===== config.mk =====
export PLATFORM = sky130hd
export DESIGN_NAME = matmul_tile_top
export DESIGN_NICKNAME = d
export VERILOG_FILES = /design/src/common/buf_ctrl_pkg.sv /design/src/common/mat_types_pkg.sv /design/src/common/line_stream_if.sv /design/src/tile_buffer/tile_buffer.sv /design/src/logic/tile_multiplier.sv /design/src/logic/matmul_tile_top.sv
export SDC_FILE = /design/constraint.sdc
export NUM_CORES = 1
export LEC_CHECK = 0
export ABC_AREA = 0
export BUFFER_PORTS_ARGS = -buffer_cell sky130_fd_sc_hd__clkbuf_2
export CORE_MARGIN = 2
export CORE_UTILIZATION = 51
export CTS_CLUSTER_DIAMETER = 200
export DETAILED_ROUTE_END_ITERATION = 16
export MAX_ROUTING_LAYER = met4
export PLACE_DENSITY = 0.77
export SETUP_SLACK_MARGIN = 0.3
export SYNTH_ARGS = -nofsm -noshare
export SYNTH_HDL_FRONTEND = slang
export SYNTH_HIERARCHICAL = 1
export SYNTH_SLANG_ARGS = --single-unit

===== constraint.sdc =====
create_clock -name clk -period 11.4 [get_ports clk]
set_input_delay 1.14 -clock clk [delete_from_list [all_inputs] [get_ports clk]]
set_output_delay 1.14 -clock clk [all_outputs]
set_load 0.1 [all_outputs]

===== src/common/buf_ctrl_pkg.sv =====
package buf_ctrl_pkg;

    // Tile geometry. One line is one row or one column of the tile.
    localparam int TILE_DIM = 4;
    localparam int IDX_W    = $clog2(TILE_DIM);

    // Two banks per buffer. The pointers carry one extra wrap bit.
    localparam int NUM_BANKS = 2;
    localparam int PTR_W     = 2;

    // Line index within a tile.
    typedef logic [IDX_W-1:0] idx_t;

    // Bank pointer. Bit 0 selects the bank, bit 1 tells full from empty.
    typedef logic [PTR_W-1:0] ptr_t;

    // Highest line index. A row or column walk ends here.
    localparam idx_t LAST_IDX = idx_t'(TILE_DIM - 1);

    // Orientation of a line, used both for storing and for reading.
    typedef enum logic {
        LAYOUT_COL = 1'b0,  // A line carries one column of the tile.
        LAYOUT_ROW = 1'b1   // A line carries one row of the tile.
    } layout_e;

endpackage


===== src/common/mat_types_pkg.sv =====
package mat_types_pkg;

    // Element and accumulator widths.
    localparam int ELEM_W = 8;
    localparam int ACC_W  = 20;  // Four products of 9 by 8 signed bits need 19.

    // Activations are unsigned, weights are two's complement.
    typedef logic [ELEM_W-1:0]        act_t;
    typedef logic signed [ELEM_W-1:0] wgt_t;

    // One line holds a full row or column of a tile.
    // Element k sits at index k, so line[0] is the element in row or column 0.
    typedef act_t [buf_ctrl_pkg::TILE_DIM-1:0] act_line_t;
    typedef wgt_t [buf_ctrl_pkg::TILE_DIM-1:0] wgt_line_t;

    // Dot product of one row of A with one column of B.
    typedef logic signed [ACC_W-1:0] acc_t;

    // Product of one activation and one weight at accumulator width.
    // The activation is zero extended, the weight sign extended.
    function automatic acc_t mul_elem(act_t act, wgt_t wgt);
        acc_t act_ext;
        acc_t wgt_ext;
        act_ext = acc_t'(act);
        wgt_ext = acc_t'(wgt);
        return act_ext * wgt_ext;
    endfunction

    // Sum of the element products of one A line and one B line.
    function automatic acc_t dot_line(act_line_t a_line, wgt_line_t b_line);
        acc_t sum;
        sum = '0;
        for (int k = 0; k < buf_ctrl_pkg::TILE_DIM; k++) begin
            sum = sum + mul_elem(a_line[k], b_line[k]);
        end
        return sum;
    endfunction

endpackage


===== src/common/line_stream_if.sv =====
interface line_stream_if #(
    parameter type line_t = logic [31:0]
);

    logic                  valid;   // Source has a line.
    logic                  ready;   // Sink can take a line.
    logic                  last;    // Fourth line of a tile.
    buf_ctrl_pkg::idx_t    index;   // Row or column number of this line.
    buf_ctrl_pkg::layout_e layout;  // Whether this line is a row or a column.
    line_t                 data;

    modport source (
        output valid,
        output last,
        output index,
        output layout,
        output data,
        input  ready
    );

    modport sink (
        input  valid,
        input  last,
        input  index,
        input  layout,
        input  data,
        output ready
    );

endinterface


===== src/tile_buffer/tile_buffer.sv =====
module tile_buffer #(
    parameter type                   line_t    = mat_types_pkg::act_line_t,
    parameter buf_ctrl_pkg::layout_e read_axis = buf_ctrl_pkg::LAYOUT_ROW
) (
    input  logic               clk,
    input  logic               rstn,

    // Incoming line stream.
    line_stream_if.sink        wr,

    // Read side towards the multiplier.
    input  buf_ctrl_pkg::idx_t rd_index,
    output line_t              rd_line,
    output logic               tile_valid,
    input  logic               rd_release
);

    // Bank pointers. Bit 0 names the bank, bit 1 is the lap bit.
    buf_ctrl_pkg::ptr_t wr_ptr;
    buf_ctrl_pkg::ptr_t rd_ptr;

    logic full;     // Both banks hold complete tiles.
    logic empty;    // No complete tile is waiting.
    logic wr_fire;  // A line is accepted on this edge.
    logic wr_bank;
    logic rd_bank;

    // Tile storage is always kept as rows. Element (r, c) of bank b is bank[b][r][c].
    line_t bank [buf_ctrl_pkg::NUM_BANKS][buf_ctrl_pkg::TILE_DIM];

    assign wr_bank = wr_ptr[0];
    assign rd_bank = rd_ptr[0];

    // Same lap bit and same bank means nothing is stored.
    // Different lap bit on the same bank means both banks are taken.
    assign full  = (wr_ptr[1] ^ rd_ptr[1]) & (wr_ptr[0] == rd_ptr[0]);
    assign empty = (wr_ptr == rd_ptr);

    assign wr.ready   = ~full;
    assign tile_valid = ~empty;

    assign wr_fire = wr.valid & wr.ready;

    // Pointer update.
    // The write bank flips when the last line of a tile is taken.
    // The read bank flips when the multiplier is done with it.
    always_ff @(posedge clk) begin
        if (!rstn) begin
            wr_ptr <= '0;
            rd_ptr <= '0;
        end else begin
            if (wr_fire && wr.last) begin
                wr_ptr <= wr_ptr + buf_ctrl_pkg::ptr_t'(1);  // Tile complete.
            end
            if (rd_release) begin
                rd_ptr <= rd_ptr + buf_ctrl_pkg::ptr_t'(1);
            end
        end
    end

    // Line write.
    // A row line lands as one whole row. A column line is spread over the
    // rows, element r going to row r at column index.
    always_ff @(posedge clk) begin
        if (wr_fire) begin
            if (wr.layout == buf_ctrl_pkg::LAYOUT_ROW) begin
                bank[wr_bank][wr.index] <= wr.data;
            end else begin
                for (int r = 0; r < buf_ctrl_pkg::TILE_DIM; r++) begin
                    bank[wr_bank][r][wr.index] <= wr.data[r];
                end
            end
        end
    end

    // Line read. The orientation is fixed for each instance.
    generate
        if (read_axis == buf_ctrl_pkg::LAYOUT_ROW) begin : g_read_row
            // Row rd_index is one stored line.
            assign rd_line = bank[rd_bank][rd_index];
        end else begin : g_read_col
            // Column rd_index is gathered from all rows.
            always_comb begin
                for (int r = 0; r < buf_ctrl_pkg::TILE_DIM; r++) begin
                    rd_line[r] = bank[rd_bank][r][rd_index];
                end
            end
        end
    endgenerate

endmodule


===== src/logic/tile_multiplier.sv =====
module tile_multiplier (
    input  logic                      clk,
    input  logic                      rstn,

    // Read side of the A buffer, read as rows.
    input  logic                      a_tile_valid,
    input  mat_types_pkg::act_line_t  a_line,
    output buf_ctrl_pkg::idx_t        a_index,

    // Read side of the B buffer, read as columns.
    input  logic                      b_tile_valid,
    input  mat_types_pkg::wgt_line_t  b_line,
    output buf_ctrl_pkg::idx_t        b_index,

    // Frees the read bank of both buffers.
    output logic                      rd_release,

    // Result stream.
    output logic                      res_valid,
    input  logic                      res_ready,
    output mat_types_pkg::acc_t       res_data,
    output buf_ctrl_pkg::idx_t        res_row,
    output buf_ctrl_pkg::idx_t        res_col,
    output logic                      res_last
);

    buf_ctrl_pkg::idx_t  i_cnt;      // Row of A, outer loop.
    buf_ctrl_pkg::idx_t  j_cnt;      // Column of B, inner loop.
    logic                issue;      // A pair enters the pipeline on this edge.
    logic                slot_free;  // The result register can take a new value.
    logic                last_pair;
    mat_types_pkg::acc_t dot_sum;

    // Both operand lines come straight from the buffers in this cycle.
    assign a_index = i_cnt;
    assign b_index = j_cnt;

    assign dot_sum = mat_types_pkg::dot_line(a_line, b_line);

    assign last_pair = (i_cnt == buf_ctrl_pkg::LAST_IDX) && (j_cnt == buf_ctrl_pkg::LAST_IDX);

    // The held result leaves on this edge, or there is none.
    assign slot_free = ~res_valid | res_ready;
    assign issue     = a_tile_valid & b_tile_valid & slot_free;

    // Both tiles are fully read once pair (3, 3) issues.
    assign rd_release = issue & last_pair;

    // Pair counter. Stops whenever nothing issues.
    always_ff @(posedge clk) begin
        if (!rstn) begin
            i_cnt <= '0;
            j_cnt <= '0;
        end else if (issue) begin
            j_cnt <= j_cnt + buf_ctrl_pkg::idx_t'(1);  // Wraps to 0 after 3.
            if (j_cnt == buf_ctrl_pkg::LAST_IDX) begin
                i_cnt <= i_cnt + buf_ctrl_pkg::idx_t'(1);
            end
        end
    end

    // Result valid flag.
    always_ff @(posedge clk) begin
        if (!rstn) begin
            res_valid <= 1'b0;
        end else if (issue) begin
            res_valid <= 1'b1;
        end else if (res_ready) begin
            res_valid <= 1'b0;  // Taken and nothing new behind it.
        end
    end

    // Result payload. Holds while the consumer stalls.
    always_ff @(posedge clk) begin
        if (issue) begin
            res_data <= dot_sum;
            res_row  <= i_cnt;
            res_col  <= j_cnt;
            res_last <= last_pair;
        end
    end

endmodule


===== src/logic/matmul_tile_top.sv =====
module matmul_tile_top (
    input  logic                      clk,
    input  logic                      rstn,

    // Activation line stream.
    input  logic                      a_valid,
    output logic                      a_ready,
    input  logic                      a_last,
    input  buf_ctrl_pkg::idx_t        a_index,
    input  buf_ctrl_pkg::layout_e     a_layout,
    input  mat_types_pkg::act_line_t  a_data,

    // Weight line stream.
    input  logic                      b_valid,
    output logic                      b_ready,
    input  logic                      b_last,
    input  buf_ctrl_pkg::idx_t        b_index,
    input  buf_ctrl_pkg::layout_e     b_layout,
    input  mat_types_pkg::wgt_line_t  b_data,

    // Result stream.
    output logic                      res_valid,
    input  logic                      res_ready,
    output mat_types_pkg::acc_t       res_data,
    output buf_ctrl_pkg::idx_t        res_row,
    output buf_ctrl_pkg::idx_t        res_col,
    output logic                      res_last
);

    line_stream_if #(.line_t(mat_types_pkg::act_line_t)) a_stream ();
    line_stream_if #(.line_t(mat_types_pkg::wgt_line_t)) b_stream ();

    logic                     a_tile_valid;
    logic                     b_tile_valid;
    buf_ctrl_pkg::idx_t       a_rd_index;
    buf_ctrl_pkg::idx_t       b_rd_index;
    mat_types_pkg::act_line_t a_rd_line;
    mat_types_pkg::wgt_line_t b_rd_line;
    logic                     rd_release;

    // Bundle the plain ports into the internal streams.
    assign a_stream.valid  = a_valid;
    assign a_stream.last   = a_last;
    assign a_stream.index  = a_index;
    assign a_stream.layout = a_layout;
    assign a_stream.data   = a_data;
    assign a_ready         = a_stream.ready;

    assign b_stream.valid  = b_valid;
    assign b_stream.last   = b_last;
    assign b_stream.index  = b_index;
    assign b_stream.layout = b_layout;
    assign b_stream.data   = b_data;
    assign b_ready         = b_stream.ready;

    // A is read by rows, B by columns.
    tile_buffer #(
        .line_t    (mat_types_pkg::act_line_t),
        .read_axis (buf_ctrl_pkg::LAYOUT_ROW)
    ) u_a_buffer (
        .clk        (clk),
        .rstn       (rstn),
        .wr         (a_stream.sink),
        .rd_index   (a_rd_index),
        .rd_line    (a_rd_line),
        .tile_valid (a_tile_valid),
        .rd_release (rd_release)
    );

    tile_buffer #(
        .line_t    (mat_types_pkg::wgt_line_t),
        .read_axis (buf_ctrl_pkg::LAYOUT_COL)
    ) u_b_buffer (
        .clk        (clk),
        .rstn       (rstn),
        .wr         (b_stream.sink),
        .rd_index   (b_rd_index),
        .rd_line    (b_rd_line),
        .tile_valid (b_tile_valid),
        .rd_release (rd_release)
    );

    tile_multiplier u_multiplier (
        .clk          (clk),
        .rstn         (rstn),
        .a_tile_valid (a_tile_valid),
        .a_line       (a_rd_line),
        .a_index      (a_rd_index),
        .b_tile_valid (b_tile_valid),
        .b_line       (b_rd_line),
        .b_index      (b_rd_index),
        .rd_release   (rd_release),
        .res_valid    (res_valid),
        .res_ready    (res_ready),
        .res_data     (res_data),
        .res_row      (res_row),
        .res_col      (res_col),
        .res_last     (res_last)
    );

endmodule


==> impl_metrics.json <==
{
  "status": "finished, final reports clean",
  "die_h_um": 262,
  "area_growth_pct": 9.45,
  "synth_top_area_share_pct": 47.5,
  "regArea_mm2": 0.0164,
  "synth_seq_cells": 552,
  "synth-main-ff-cell": "edfxtp_1",
  "p_clk_share_pct": 17.4,
  "finalHoldViolations": 0,
  "grt_pass1_wl_mm": 127,
  "path_class": "flip-flop to flip-flop",
  "cts_tree": "built",
  "crit_top_cell": "fa_1",
  "vdd.ir_drop.worst_mv": 0.658,
  "fillers": 5056,
  "syn-instance-count": 2252,
  "cp-end-kind": "flip-flop",
  "ys_warn_count": 6,
  "route.detailed.drc": 0,
  "place_inst": 3179,
  "slew_headroom_pct": 23.3,
  "yosys.area.top_type": "edfxtp_1",
  "viasPerCell": 5.87,
  "fin_util_pct": 56.5,
  "rsz0062_at_grt": "false",
  "drive_gt1_share_pct": 25.8,
  "cts_max_level": 2,
  "min_to": "u_multiplier/res_row[1]",
  "hold_path.class": "flip-flop to flip-flop",
  "dr.first_iter.drc_count": 1999,
  "skew_ns": 0.0228,
  "ys_seq_area_share_pct": 48.4,
  "synthSimpleGateAreaFrac_pct": 6.10,
  "synthAdderAreaFrac_pct": 19.5,
  "finalCritPeriodShare_pct": 75.6,
  "hold_slack_ns": 0.487,
  "required_ns": 11.78,
  "comb_power_share_pct": 57.0,
  "clock.fmax_mhz": 116,
  "power_frac_seq_pct": 25.6,
  "setup_viol": 0,
  "finalMaxSlewViolations": 0,
  "synth-compound-area-share_pct": 1.89,
  "cp_cell_sequence": "buf_4 -> mux4_2 -> mux2_2 -> and2_1 -> fa_1 -> inv_1 -> fa_1 -> inv_1 -> fa_1 -> fa_1 -> fa_1 -> fa_1 -> fa_1 -> inv_1 -> fa_1 -> inv_1 -> ha_1 -> a21o_1 -> or2_1 -> o31ai_4 -> o21ai_0 -> a211oi_1 -> nor2_1",
  "io_pins": 105,
  "synth_edf_count": 537,
  "power.leakage_nw": 14.4,
  "max_cap_viol_count": 0,
  "netlist_top_cells_area": "edfxtp_1 47%, fa_1 14%, mux4_2 8.5%",
  "p_per_area_mw_per_mm2": 276,
  "root_buffer": "clkbuf_16",
  "grt_max_degree": 64,
  "wl_per_cell_um": 25.5,
  "core_area_mm2": 0.0659,
  "ys_async_sr_fraction_pct": 0,
  "grtUsageTotal_pct": 25.8,
  "hpwl_mm": 61.1,
  "p_sw_w": 0.00418,
  "clk_path_buf_depth": 3,
  "cts_buffers": 57,
  "die-area_mm2": 0.0687,
  "grt_pass1_vias": 20900,
  "synth_commonest_cells": "537 x edfxtp_1, 346 x inv_1, 234 x fa_1",
  "tns_ns": 0,
  "synth_nets": 2718,
  "cts.sinks": 552,
  "critPathSlowestCell": "dfxtp_4",
  "multi_input_area_mm2": 0.0159,
  "p_int_w": 0.00608,
  "worstMarginPinSlew_ns": 1.15,
  "synth_xor_area_share_pct": 1.15,
  "dp_slack_ns": 2.68,
  "row_count": 94,
  "synth_mux_area_share_pct": 17.9,
  "clkTransAtPathRegs_ns": 0.06,
  "io_buffers": 104,
  "clk_latency_ns": 0.63,
  "reg2reg_slack_ns": 2.78,
  "r2r_cells": 23,
  "place.gp.congestion": 0.913,
  "hold_buffers": 0,
  "antenna_found_initial": 2,
  "drtPass1Iterations": 5,
  "final_nets": 2840,
  "crit_path_start_kind": "flip-flop",
  "cp.arrival_ns": 9.00,
  "syn_area_mm2": 0.0340,
  "cts-resized-gates": 0,
  "instances_no_fill": 3285,
  "post_cts.repair.setup_buffers": 0,
  "period_needed_ns": 8.62,
  "worstHoldStart": "u_multiplier/a_index[1]",
  "holdPathStages": 0,
  "setup_ws_ns": 2.78,
  "start_util_pct": 51.6,
  "grt_overflow": 0,
  "post_synth.cell_area_avg_um2": 15.1,
  "reg2reg_to": "u_multiplier/res_data[14]",
  "max_stage_delay_ns": 0.93,
  "wl_mm": 83.8,
  "synth_most_common_cell": "edfxtp_1",
  "vias": 19300,
  "synth_top_family_by_area": "adder cells",
  "switching_share_pct": 40.7,
  "ant_nets": 0,
  "yosysUniqueCellTypes": 57,
  "cp_max_fo": 44,
  "die_width_um": 262
}
worst max-delay path by stage:
stage,startpoint,endpoint,slack (ns),depth (start not counted)
floorplan,u_multiplier/b_index[1],u_multiplier/res_data[14],3.87,25
global route,flip-flop,u_multiplier/res_data[19],2.32,23
CTS,flip-flop,u_multiplier/res_data[14],2.68,23
global placement,flip-flop,u_multiplier/res_data[14],2.76,23
detailed placement,flip-flop,u_multiplier/res_data[14],2.68,23
finish,flip-flop,u_multiplier/res_data[14],2.78,23
routing by layer:
layer	routed length [µm]	global-route usage, %	up-vias
met2	41000	41.7	912
met3	6360	3.20	187
met1	32700	33.5	10000
met4	3640	10.5	0
met5	0	-	-
li1	-	-	8168
critical path, delay by kind of cell, from the launching register on:
kind,cells,cell delay (ns)
buf+inv,5,0.72
flops,1,0.93
compound gates,4,0.87
fa+ha+maj,9,4.33
mux,2,0.94
simple gates,3,0.50
state kept, by name, summed over array words and instances (netlist names), 2 cells and up, named ones only:
| name | count |
|---|---|
| u_multiplier/res_data | 20 |
| u_multiplier/res_col | 2 |
| u_a_buffer/rd_ptr | 2 |
| u_b_buffer/bank | 256 |
| u_multiplier/res_row | 2 |
| u_a_buffer/wr_ptr | 2 |
| u_multiplier/b_index | 2 |
| u_multiplier/a_index | 2 |
| u_a_buffer/bank | 256 |
| u_b_buffer/wr_ptr | 2 |
| u_b_buffer/rd_ptr | 2 |
layout make-up:
class | instances | area share [%]
Sequential cell | 552 | 44.2
Multi-Input combinational cell | 1285 | 42.6
Clock buffer | 66 | 3.95
Timing Repair Buffer | 132 | 1.97
Inverter | 346 | 3.49
Tap cell | 864 | 2.91
Clock inverter | 39 | 0.841
Antenna cell | 1 | 0.00673
through the flow:
step / area (µm²) / total power [W]
final: 37200 / 0.0103
after global routing: 37200 / 0.0112
after CTS: 37200 / 0.0104
after detailed placement: 35400 / 0.00855
after global placement: 35400 / 0.00842
after floorplan: 34000 / 0.00729
cells in the final DEF (no fill, tap or decap), drive strengths merged, types with 10 or more instances in the layout:
master	n
mux4	128
inv	351
xnor2	21
dfxtp	15
buf	28
and2	165
nor2	65
nand2b	19
o211ai	10
clkbuf	170
nor3	18
edfxtp	537
fa	234
mux2	256
nand2	96
nor2b	18
a21oi	20
ha	155
xor2	17
clkinv	26
cells by family (layout without fill, tap and decap cells):
family,after synthesis,after routing
flip-flops,552,552
buffers and inverters,415,583
AND/OR/NAND/NOR,398,398
adder cells (fa/ha/maj),389,389
multiplexers,387,387
AO/OA/AOI/OAI,73,73
XOR/XNOR,38,38
other,0,1
power by group through the flow:
stage	registers [W]	clock network, W	logic [W]
5_1_grt	0.00263	0.00188	0.00668
3_5_place_dp	0.00267	0	0.00588
3_3_place_gp	0.00267	0	0.00575
2_1_floorplan	0.00283	0	0.00446
4_1_cts	0.00263	0.00181	0.00594
6_report	0.00263	0.00178	0.00585
Power figures use the tool's default switching activity.
